`src/logic/renamePkg.sv`:
```
package renamePkg;

    // Reorder buffer size, entry 0 never handed out
    localparam int tagCount = 16;
    localparam int tagWidth = $clog2(tagCount);

    // Register holds its committed value
    localparam logic [tagWidth-1:0] tagReady = '0;

endpackage

```
`src/logic/rvCorePkg.sv`:
```
package rvCorePkg;

    localparam int dataWidth    = 32;
    localparam int regCount     = 32;
    localparam int regNameWidth = $clog2(regCount);
    localparam int addrWidth    = 32;
    localparam int immWidth     = 32;

    // Internal operation codes, numbered in order from NOP = 0
    typedef enum logic [5:0] {
        NOP,
        // ALU register and immediate forms
        ADD, SUB, SLL, SLT, SLTU,
        XOR, SRL, SRA, OR, AND,
        ADDI, SLTI, SLTIU, XORI, ORI,
        ANDI, SLLI, SRLI, SRAI,
        // Loads
        LB, LH, LW, LBU, LHU,
        // Stores
        SB, SH, SW,
        // Branches
        BEQ, BNE, BLT, BGE, BLTU, BGEU,
        // Jumps
        JAL, JALR,
        // Upper immediates
        LUI, AUIPC
    } opcode_e;

endpackage
```
`src/logic/commitIf.sv`:
```
`timescale 1ns/100ps

interface commitIf;
    import rvCorePkg::*;
    import renamePkg::*;

    logic                    valid;
    logic [regNameWidth-1:0] rd;
    logic [dataWidth-1:0]    data;
    logic [tagWidth-1:0]     tag;
    logic                    accept;   // Tag still matches, commit may land

    modport tagSide (
        input  valid, rd, tag,
        output accept
    );

    modport dataSide (
        input valid, rd, data, accept
    );

endinterface

```
`src/logic/issueIf.sv`:
```
`timescale 1ns/100ps

interface issueIf;
    import rvCorePkg::*;

    logic                    valid;
    logic [regNameWidth-1:0] rs1;
    logic [regNameWidth-1:0] rs2;
    logic [regNameWidth-1:0] rd;
    opcode_e                 op;
    logic [addrWidth-1:0]    pc;
    logic [immWidth-1:0]     imm;
    logic                    predTaken;

    modport source (
        output valid, rs1, rs2, rd, op, pc, imm, predTaken
    );

    // Side reads, op lets the tag table spot stores and branches
    modport reader (
        input valid, rs1, rs2, op
    );

    modport packet (
        input valid, rs1, rs2, rd, op, pc, imm, predTaken
    );

endinterface

```
`src/logic/regRenameTop.sv`:
```
`timescale 1ns/100ps

module regRenameTop (
    input  logic clk,
    input  logic rst,
    input  logic rdy,
    input  logic flush,

    input  logic                               issueValid,
    input  logic [rvCorePkg::regNameWidth-1:0] issueRs1,
    input  logic [rvCorePkg::regNameWidth-1:0] issueRs2,
    input  logic [rvCorePkg::regNameWidth-1:0] issueRd,
    input  rvCorePkg::opcode_e                 issueOp,
    input  logic [rvCorePkg::addrWidth-1:0]    issuePc,
    input  logic [rvCorePkg::immWidth-1:0]     issueImm,
    input  logic                               issuePredTaken,

    input  logic                               assignValid,
    input  logic [rvCorePkg::regNameWidth-1:0] assignRd,
    input  logic [renamePkg::tagWidth-1:0]     assignTag,

    input  logic                               commitValid,
    input  logic [rvCorePkg::regNameWidth-1:0] commitRd,
    input  logic [rvCorePkg::dataWidth-1:0]    commitData,
    input  logic [renamePkg::tagWidth-1:0]     commitTag,

    output logic                               dispatchValid,
    output logic [rvCorePkg::dataWidth-1:0]    dispatchRs1Data,
    output logic [rvCorePkg::dataWidth-1:0]    dispatchRs2Data,
    output logic [renamePkg::tagWidth-1:0]     dispatchRs1Tag,
    output logic [renamePkg::tagWidth-1:0]     dispatchRs2Tag,
    output logic                               dispatchRs1Ready,
    output logic                               dispatchRs2Ready,
    output logic [rvCorePkg::regNameWidth-1:0] dispatchRd,
    output rvCorePkg::opcode_e                 dispatchOp,
    output logic [rvCorePkg::addrWidth-1:0]    dispatchPc,
    output logic [rvCorePkg::immWidth-1:0]     dispatchImm,
    output logic                               dispatchPredTaken
);
    import rvCorePkg::*;
    import renamePkg::*;

    issueIf  issueBus ();
    commitIf commitBus ();

    logic [dataWidth-1:0] rs1Data;
    logic [dataWidth-1:0] rs2Data;
    logic [tagWidth-1:0]  rs1Tag;
    logic [tagWidth-1:0]  rs2Tag;

    assign issueBus.valid     = issueValid;
    assign issueBus.rs1       = issueRs1;
    assign issueBus.rs2       = issueRs2;
    assign issueBus.rd        = issueRd;
    assign issueBus.op        = issueOp;
    assign issueBus.pc        = issuePc;
    assign issueBus.imm       = issueImm;
    assign issueBus.predTaken = issuePredTaken;

    // accept comes back from the tag table
    assign commitBus.valid = commitValid;
    assign commitBus.rd    = commitRd;
    assign commitBus.data  = commitData;
    assign commitBus.tag   = commitTag;

    archRegData u_archRegData (
        .clk     (clk),
        .rst     (rst),
        .rdy     (rdy),
        .flush   (flush),
        .issue   (issueBus),
        .commit  (commitBus),
        .rs1Data (rs1Data),
        .rs2Data (rs2Data)
    );

    renameTagTable u_renameTagTable (
        .clk         (clk),
        .rst         (rst),
        .rdy         (rdy),
        .flush       (flush),
        .issue       (issueBus),
        .commit      (commitBus),
        .assignValid (assignValid),
        .assignRd    (assignRd),
        .assignTag   (assignTag),
        .rs1Tag      (rs1Tag),
        .rs2Tag      (rs2Tag)
    );

    dispatchStage u_dispatchStage (
        .clk               (clk),
        .rst               (rst),
        .rdy               (rdy),
        .flush             (flush),
        .issue             (issueBus),
        .rs1Data           (rs1Data),
        .rs2Data           (rs2Data),
        .rs1Tag            (rs1Tag),
        .rs2Tag            (rs2Tag),
        .dispatchValid     (dispatchValid),
        .dispatchRs1Data   (dispatchRs1Data),
        .dispatchRs2Data   (dispatchRs2Data),
        .dispatchRs1Tag    (dispatchRs1Tag),
        .dispatchRs2Tag    (dispatchRs2Tag),
        .dispatchRs1Ready  (dispatchRs1Ready),
        .dispatchRs2Ready  (dispatchRs2Ready),
        .dispatchRd        (dispatchRd),
        .dispatchOp        (dispatchOp),
        .dispatchPc        (dispatchPc),
        .dispatchImm       (dispatchImm),
        .dispatchPredTaken (dispatchPredTaken)
    );

endmodule

```
`src/logic/dispatchStage.sv`:
```
`timescale 1ns/100ps

module dispatchStage (
    input  logic clk,
    input  logic rst,
    input  logic rdy,
    input  logic flush,

    issueIf.packet issue,

    input  logic [rvCorePkg::dataWidth-1:0] rs1Data,
    input  logic [rvCorePkg::dataWidth-1:0] rs2Data,
    input  logic [renamePkg::tagWidth-1:0]  rs1Tag,
    input  logic [renamePkg::tagWidth-1:0]  rs2Tag,

    output logic                               dispatchValid,
    output logic [rvCorePkg::dataWidth-1:0]    dispatchRs1Data,
    output logic [rvCorePkg::dataWidth-1:0]    dispatchRs2Data,
    output logic [renamePkg::tagWidth-1:0]     dispatchRs1Tag,
    output logic [renamePkg::tagWidth-1:0]     dispatchRs2Tag,
    output logic                               dispatchRs1Ready,
    output logic                               dispatchRs2Ready,
    output logic [rvCorePkg::regNameWidth-1:0] dispatchRd,
    output rvCorePkg::opcode_e                 dispatchOp,
    output logic [rvCorePkg::addrWidth-1:0]    dispatchPc,
    output logic [rvCorePkg::immWidth-1:0]     dispatchImm,
    output logic                               dispatchPredTaken
);
    import rvCorePkg::*;
    import renamePkg::*;

    logic captureEn;
    logic clearEn;

    assign captureEn = rdy && issue.valid;
    // Idle cycle, flush or reset all empty the register
    assign clearEn   = rst || flush || (rdy && !issue.valid);

    always_ff @(posedge clk) begin
        if (clearEn) begin
            dispatchValid     <= 1'b0;
            dispatchRs1Data   <= '0;
            dispatchRs2Data   <= '0;
            dispatchRs1Tag    <= tagReady;
            dispatchRs2Tag    <= tagReady;
            dispatchRs1Ready  <= 1'b0;
            dispatchRs2Ready  <= 1'b0;
            dispatchRd        <= '0;
            dispatchOp        <= NOP;
            dispatchPc        <= '0;
            dispatchImm       <= '0;
            dispatchPredTaken <= 1'b0;
        end else if (captureEn) begin
            dispatchValid     <= 1'b1;
            dispatchRs1Data   <= rs1Data;
            dispatchRs2Data   <= rs2Data;
            dispatchRs1Tag    <= rs1Tag;
            dispatchRs2Tag    <= rs2Tag;
            dispatchRs1Ready  <= rs1Tag == tagReady;
            dispatchRs2Ready  <= rs2Tag == tagReady;
            dispatchRd        <= issue.rd;
            dispatchOp        <= issue.op;
            dispatchPc        <= issue.pc;
            dispatchImm       <= issue.imm;
            dispatchPredTaken <= issue.predTaken;
        end
        // rdy low holds everything
    end

endmodule

```
`src/logic/renameTagTable.sv`:
```
`timescale 1ns/100ps

module renameTagTable (
    input  logic clk,
    input  logic rst,
    input  logic rdy,
    input  logic flush,

    issueIf.reader   issue,
    commitIf.tagSide commit,

    input  logic                             assignValid,
    input  logic [rvCorePkg::regNameWidth-1:0] assignRd,
    input  logic [renamePkg::tagWidth-1:0]     assignTag,

    output logic [renamePkg::tagWidth-1:0] rs1Tag,
    output logic [renamePkg::tagWidth-1:0] rs2Tag
);
    import rvCorePkg::*;
    import renamePkg::*;

    logic [tagWidth-1:0] tags [regCount];
    logic                noRdWrite;
    logic                assignEn;

    // Stores and branches have no destination to rename
    always_comb begin
        case (issue.op)
            SB, SH, SW,
            BEQ, BNE, BLT, BGE, BLTU, BGEU: noRdWrite = issue.valid;
            default:                        noRdWrite = 1'b0;
        endcase
    end

    assign assignEn = assignValid && assignRd != '0 && !noRdWrite;

    // Only the newest producer may retire the rename
    assign commit.accept = commit.valid && commit.rd != '0 &&
                           tags[commit.rd] == commit.tag;

    always_ff @(posedge clk) begin
        if (rst || flush) begin
            for (int i = 0; i < regCount; i++) begin
                tags[i] <= tagReady;
            end
        end else if (rdy) begin
            if (commit.accept) begin
                tags[commit.rd] <= tagReady;
            end
            // Later write wins when both hit one register
            if (assignEn) begin
                tags[assignRd] <= assignTag;
            end
        end
    end

    assign rs1Tag = tags[issue.rs1];
    assign rs2Tag = tags[issue.rs2];

endmodule

```
`src/logic/archRegData.sv`:
```
`timescale 1ns/100ps

module archRegData (
    input  logic clk,
    input  logic rst,
    input  logic rdy,
    input  logic flush,

    issueIf.reader   issue,
    commitIf.dataSide commit,

    output logic [rvCorePkg::dataWidth-1:0] rs1Data,
    output logic [rvCorePkg::dataWidth-1:0] rs2Data
);
    import rvCorePkg::*;

    logic [dataWidth-1:0] regs [regCount];
    logic                 writeEn;

    // A flush commit lands whatever its tag, otherwise the tag table decides
    always_comb begin
        writeEn = 1'b0;
        if (commit.valid && commit.rd != '0) begin
            if (flush) begin
                writeEn = 1'b1;
            end else if (rdy && commit.accept) begin
                writeEn = 1'b1;
            end
        end
    end

    always_ff @(posedge clk) begin
        if (rst) begin
            for (int i = 0; i < regCount; i++) begin
                regs[i] <= '0;
            end
        end else if (writeEn) begin
            regs[commit.rd] <= commit.data;
        end
    end

    // Reads see the array before this cycle's commit
    always_comb begin
        if (issue.rs1 == '0) begin
            rs1Data = '0;
        end else begin
            rs1Data = regs[issue.rs1];
        end
        if (issue.rs2 == '0) begin
            rs2Data = '0;
        end else begin
            rs2Data = regs[issue.rs2];
        end
    end

endmodule

```
`config.mk`:
```
export PLATFORM = sky130hd
export DESIGN_NAME = regRenameTop
export DESIGN_NICKNAME = d
export VERILOG_FILES = /design/src/logic/renamePkg.sv /design/src/logic/rvCorePkg.sv /design/src/logic/commitIf.sv /design/src/logic/issueIf.sv /design/src/logic/regRenameTop.sv /design/src/logic/dispatchStage.sv /design/src/logic/renameTagTable.sv /design/src/logic/archRegData.sv
export SDC_FILE = /design/constraint.sdc
export NUM_CORES = 2
export LEC_CHECK = 0
export BUFFER_PORTS_ARGS = -buffer_cell sky130_fd_sc_hd__buf_2
export CAP_MARGIN = 20
export CORE_ASPECT_RATIO = 0.6
export CORE_MARGIN = 2
export CORE_UTILIZATION = 35
export CTS_CLUSTER_SIZE = 8
export DETAILED_ROUTE_END_ITERATION = 16
export HOLD_SLACK_MARGIN = 0.08
export PLACE_DENSITY_LB_ADDON = 0.15
export SYNTH_ARGS = -nofsm -noshare
export SYNTH_HDL_FRONTEND = slang
export SYNTH_HIERARCHICAL = 1
export SYNTH_SLANG_ARGS = --single-unit
```
`constraint.sdc`:
```
create_clock -name clk -period 14.53 [get_ports clk]
set_clock_uncertainty 0.1 [all_clocks]
set_input_delay 2.906 -clock clk [delete_from_list [all_inputs] [get_ports clk]]
set_output_delay 2.906 -clock clk [all_outputs]
set_load 0.02 [all_outputs]
```
# Yosys cells after proc, flatten, opt, wreduce, memory -nomap -nowiden
# Memories as Yosys holds them, arrays and structs flattened.
# Cells that the tools add are included.
dict set report op_classes {
  n_addsub 0
  multipliers 0
  div 0
  order_cmp 0
  eq_ne 10
  shifts 0
  n_mux 30
  bitwise_logic 0
  reduce_logical 21
}
# cell n
set op_table {}
lappend op_table {{$mux 32} 3}
lappend op_table {{$eq 6x5->1 const B} 7}
lappend op_table {{$reduce_or 32->1} 1}
lappend op_table {{$mux 1} 22}
lappend op_table {{$mux 5} 3}
lappend op_table {{$eq 6x6->1 const B} 2}
lappend op_table {{$logic_not 5->1} 2}
lappend op_table {{$reduce_bool 5->1} 2}
lappend op_table {{$reduce_or 9->1} 1}
lappend op_table {{$logic_not 4->1} 2}
lappend op_table {{$mux 4} 2}
lappend op_table {{$reduce_or 4->1} 2}
lappend op_table {{$logic_and 1x1->1} 7}
lappend op_table {{$eq 4x4->1} 1}
lappend op_table {{$logic_not 1->1} 2}
lappend op_table {{$logic_or 1x1->1} 2}
dict set report totals {
  regBits 151
  latch_bits 0
  ramBits 1152
  rom_bits 0
  inputBits 143
  out_inout_bits 151
  elab_cells 75
  mem_count 2
}
# name words width read_ports rd_ports_with_merged_regs wr line
set memory_table {}
lappend memory_table {u_archRegData.regs 32 32 2 0 32 archRegData.sv:17} ;# logic [dataWidth-1:0] regs [regCount];
lappend memory_table {u_renameTagTable.tags 32 4 3 0 32 renameTagTable.sv:22} ;# logic [tagWidth-1:0] tags [regCount];

# Longest topological paths before layout
dict set report logic_depth {
  depth_word 12
  ltp_mapped 18
  depth_no_buf 11
}

# Hierarchy
# The synthesis kept the hierarchy.
# module n_inst cells_each area_each_um2 seq_area_each_um2
set by_module_without_submodules {}
lappend by_module_without_submodules {archRegData 1 3663 54885.1 30749.5}
lappend by_module_without_submodules {renameTagTable 1 683 8861.0 3843.7}
lappend by_module_without_submodules {dispatchStage 1 657 5281.3 3022.9}

# Least setup slack after synthesis
# No wires, ideal clock.
dict set report synth_path {
  kind {input to register}
  from {in commitRd[3] in the netlist's numbering}
  to {mem u_archRegData.regs[19][0] (enable)}
  setup_time_ps 375
  t_arrival_ps 6224
  t_required_ps 14055
  path_slack_ps 7831
  cell_stages 13
  n_path_buf 3
  cell_sequence {buf_6 -> or4_1 -> o22ai_1 -> nor4_1 -> and3_1 -> or4b_4 -> buf_6 -> nor2_1 -> a21o_1 -> nand4b_1 -> clkbuf_1 -> nor3_1 -> or2_2}
}
# item line
set synth_lines {}
lappend synth_lines {{start: declaration} regRenameTop.sv:23} ;# input logic [rvCorePkg::regNameWidth-1:0] commitRd,
lappend synth_lines {{end: declaration} archRegData.sv:17}

==> flow_metrics.tcl <==
set metrics [dict create \
    design.portCount 294 \
    timing.final.setup_violations 0 \
    gp_routability_congestion 0.934 \
    crit_chain "buf_4 -> buf_4 -> mux2i_1 -> o22ai_1 -> nor4_1 -> a21oi_1 -> or4b_4 -> nor2_1 -> a21o_1 -> nand4b_1 -> buf_4 -> nor3_2 -> buf_4 -> or2_2 -> buf_4" \
    vias_in_the_first_global_route 44400 \
    most_frequent_cell_on_critical_path "sky130_fd_sc_hd__buf_4" \
    i_o_buffers 293 \
    yosys.cell_types.count 67 \
    core_um2 196000 \
    synth_most_common_cell "sky130_fd_sc_hd__edfxtp_1" \
    seq_area_frac_synth_pct 54.5 \
    clock_latency_ns 0.83 \
    fp.dieW_um 577 \
    start_util_pct 35.2 \
    dp_hpwl_um 166000 \
    cts-buffers-inserted 189 \
    worstMarginPinSlew_ns 1.24 \
    grt_setup_unrepaired "no" \
    largest_area_contributor_in_the_synthesized_netlist "sky130_fd_sc_hd__edfxtp_1" \
    synth.ff_latch_count 1303 \
    die_area_um2 201000 \
    synth_edf_count 1152 \
    final-instance-count-excl-fill 7870 \
    max_freq_mhz 119 \
    design.final.nets 5274 \
    cap_violations 0 \
    p_per_area_nw_per_um2 119 \
    tritoncts_num_sinks 1303 \
    fin_worst_hold_slack_ns 0.348 \
    worstSetupPathType "in2reg" \
    p_leak_uw 0.0286 \
    grt_overflow_total 0 \
    final_layout_size_suffix_gt1_share_pct 24.4 \
    finalHoldViolCount 0 \
    cts.repair.resized 0 \
    yosys-top-cells-count "1152 x sky130_fd_sc_hd__edfxtp_1, 1135 x sky130_fd_sc_hd__and2_1, 494 x sky130_fd_sc_hd__mux4_2" \
    syn_to_final_growth_pct 12.8 \
    crit_slowest_cell "sky130_fd_sc_hd__nor3_2" \
    ctsHoldBuffers 0 \
    finalMaxSlewViolations 0 \
    dr_total_vias 46000 \
    hold_class "reg2reg" \
    finalWorstPathRequiredPeriod_ns 8.41 \
    worstPathRequired_ns 14.86 \
    ctsHtreeMaxLevel 4 \
    arrival_ns 8.73 \
    synthesis.area_um2 69000 \
    pin_count_of_the_biggest_net_entering_global_routing 91 \
    relSlewSlack_pct 16.9 \
    vertical_die_dimension_um 348 \
    yosys_warnings 6 \
    synthCells 5003 \
    synth.top_cells.by_area "sky130_fd_sc_hd__edfxtp_1 50%, sky130_fd_sc_hd__mux4_2 16%, sky130_fd_sc_hd__and2_1 10%, sky130_fd_sc_hd__dfxtp_1 4.4%, sky130_fd_sc_hd__mux2i_1 4.3%" \
    synthesis.area_per_instance_um2 13.8 \
    final_min_period_over_clock_period_pct 57.9 \
    drt_drc_violations_left 0 \
    clockBufferDepth 4 \
    total_power_uw 9280 \
    cts_post_setup_buffers_inserted 0 \
    numPlacedInstances 7562 \
    clockRootBuffer "sky130_fd_sc_hd__clkbuf_16" \
    cts_tree "yes" \
    clk_pin_slew_worst_paths_ns 0.05 \
    grt.total_usage_pct 25.0 \
    endpoint_kind "flip-flop" \
    async_reset_ff_share_pct 0 \
    totalNegativeSetupSlack_ns 0 \
    ir_worst_vdd_v 0.0000882 \
    fp-row-count 126 \
    totalWireLength_um 256000 \
    dr.pass1.iters 5 \
    via_per_inst 5.85 \
    outcome "completed" \
    antenna_found_initial 12 \
    grt_first_pass_wirelength_um 357000 \
    crit_path_max_fanout 55 \
    worstSetupStartpointType "input port" \
    dr.first_iter.drc_count 5990 \
    max_stage_delay_ns 0.79 \
    yosys.area.top_type_share_pct 50.1 \
    dominantRegCellSynth "sky130_fd_sc_hd__edfxtp_1" \
    ant_nets 0 \
    wl_per_cell_um 32.6 \
]
-- layout make-up --
| cell class | instances | area (µm²) |
|---|---|---|
| antenna | 13 | 32.5 |
| clock buffer | 286 | 5160 |
| clock inverter | 7 | 87.6 |
| fill | 18100 | 118000 |
| inverter | 5 | 18.8 |
| multi-input combinational | 3219 | 29100 |
| sequential | 1303 | 37600 |
| tap | 2624 | 3280 |
| timing repair buffer | 413 | 2530 |
-- worst max-delay path: cells and delay by family --
family	cells	cell delay, ns
muxes	1	0.33
AOI/OAI and AO/OA	3	0.47
buffers and inverters	5	2.16
and+or+nand+nor	6	2.71
-- cells in the final DEF, fill, tap and decap left out, types with 6 or more instances in the layout --
cell type                   instances
sky130_fd_sc_hd__a2111oi_0         10
sky130_fd_sc_hd__a2111oi_1         15
sky130_fd_sc_hd__a2111oi_2          9
sky130_fd_sc_hd__a211oi_1          57
sky130_fd_sc_hd__a21oi_1          185
sky130_fd_sc_hd__a22o_1            42
sky130_fd_sc_hd__a22oi_1           66
sky130_fd_sc_hd__and2_1          1132
sky130_fd_sc_hd__buf_12             8
sky130_fd_sc_hd__buf_2            284
sky130_fd_sc_hd__buf_4            114
sky130_fd_sc_hd__clkbuf_1          94
sky130_fd_sc_hd__clkbuf_16        192
sky130_fd_sc_hd__conb_1            36
sky130_fd_sc_hd__dfxtp_1          151
sky130_fd_sc_hd__diode_2           13
sky130_fd_sc_hd__edfxtp_1        1152
sky130_fd_sc_hd__mux2_2            55
sky130_fd_sc_hd__mux2i_1          294
sky130_fd_sc_hd__mux4_2           494
sky130_fd_sc_hd__nand2_1          329
sky130_fd_sc_hd__nand2b_1          10
sky130_fd_sc_hd__nand3_1            8
sky130_fd_sc_hd__nor2_1            76
sky130_fd_sc_hd__nor2b_1           53
sky130_fd_sc_hd__nor3_1            41
sky130_fd_sc_hd__nor3_2            31
sky130_fd_sc_hd__nor4_1            23
sky130_fd_sc_hd__o21ai_0           17
sky130_fd_sc_hd__o221ai_1          25
sky130_fd_sc_hd__o22ai_1           70
sky130_fd_sc_hd__o31ai_1            6
sky130_fd_sc_hd__o31ai_2            8
sky130_fd_sc_hd__o32ai_1           15
sky130_fd_sc_hd__or2_2             35
-- kinds of logic after synthesis --
family | share of synthesized area [%]
and+or+nand+nor | 14.8
other | 0.0109
muxes | 21.3
DFF | 54.5
AOI/OAI and AO/OA | 5.44
buffers and inverters | 3.85
xor gates and xnor gates | 0.0236
-- through the flow --
stage	instance area [µm²]	utilization, %	setup WS (ns)
finish	77900	39.7	6.12
global route	77800	39.6	5.90
CTS	77800	39.6	6.41
detailed placement	72500	37.0	5.58
global placement	72500	36.9	5.55
floorplan	69200	-	7.83
-- path summary, 6_finish.rpt --
kind | from | endpoint | slack, ns | cells after the start
worst min register to register | u_dispatchStage/dispatchImm[7] | u_dispatchStage/dispatchImm[7] | 0.35 | 2
worst max-delay path | commitRd[0] | u_archRegData/regs[9][29] | 6.12 | 15
worst min-delay path | u_dispatchStage/dispatchImm[7] | u_dispatchStage/dispatchImm[7] | 0.35 | 2
worst max register to register | u_renameTagTable/tags[25][2] | u_archRegData/regs[9][29] | 8.86 | 13
-- state kept, by name (all words and copies together), names as in the netlist --
| signal | flops |
|---|---|
| u_dispatchStage/dispatchRd | 5 |
| u_dispatchStage/dispatchRs2Data | 32 |
| u_dispatchStage/dispatchRs2Ready | 1 |
| u_dispatchStage/dispatchPc | 32 |
| u_dispatchStage/dispatchPredTaken | 1 |
| u_dispatchStage/dispatchRs1Data | 32 |
| u_dispatchStage/dispatchOp | 6 |
| u_dispatchStage/dispatchImm | 32 |
| u_archRegData/regs | 1024 |
| u_dispatchStage/dispatchRs1Ready | 1 |
| u_dispatchStage/dispatchValid | 1 |
| u_renameTagTable/tags | 128 |
| u_dispatchStage/dispatchRs1Tag | 4 |
| u_dispatchStage/dispatchRs2Tag | 4 |
-- per-layer routing --
metal | global-route usage [%] | vias up | share of wire [%]
met4 | 5.47 | 6 | 2.1
met5 | 0.837 | - | 0.087
met3 | 6.87 | 320 | 11
met1 | 39.3 | 24100 | 47
li1 | - | 19100 | -
met2 | 33.8 | 2488 | 40
-- where the power goes --
| part | internal (µW) | switching, µW |
|---|---|---|
| registers | 4190 | 96.4 |
| clock network | 2410 | 1670 |
| logic | 328 | 592 |
No activity file was read; power rests on OpenSTA's default activity.
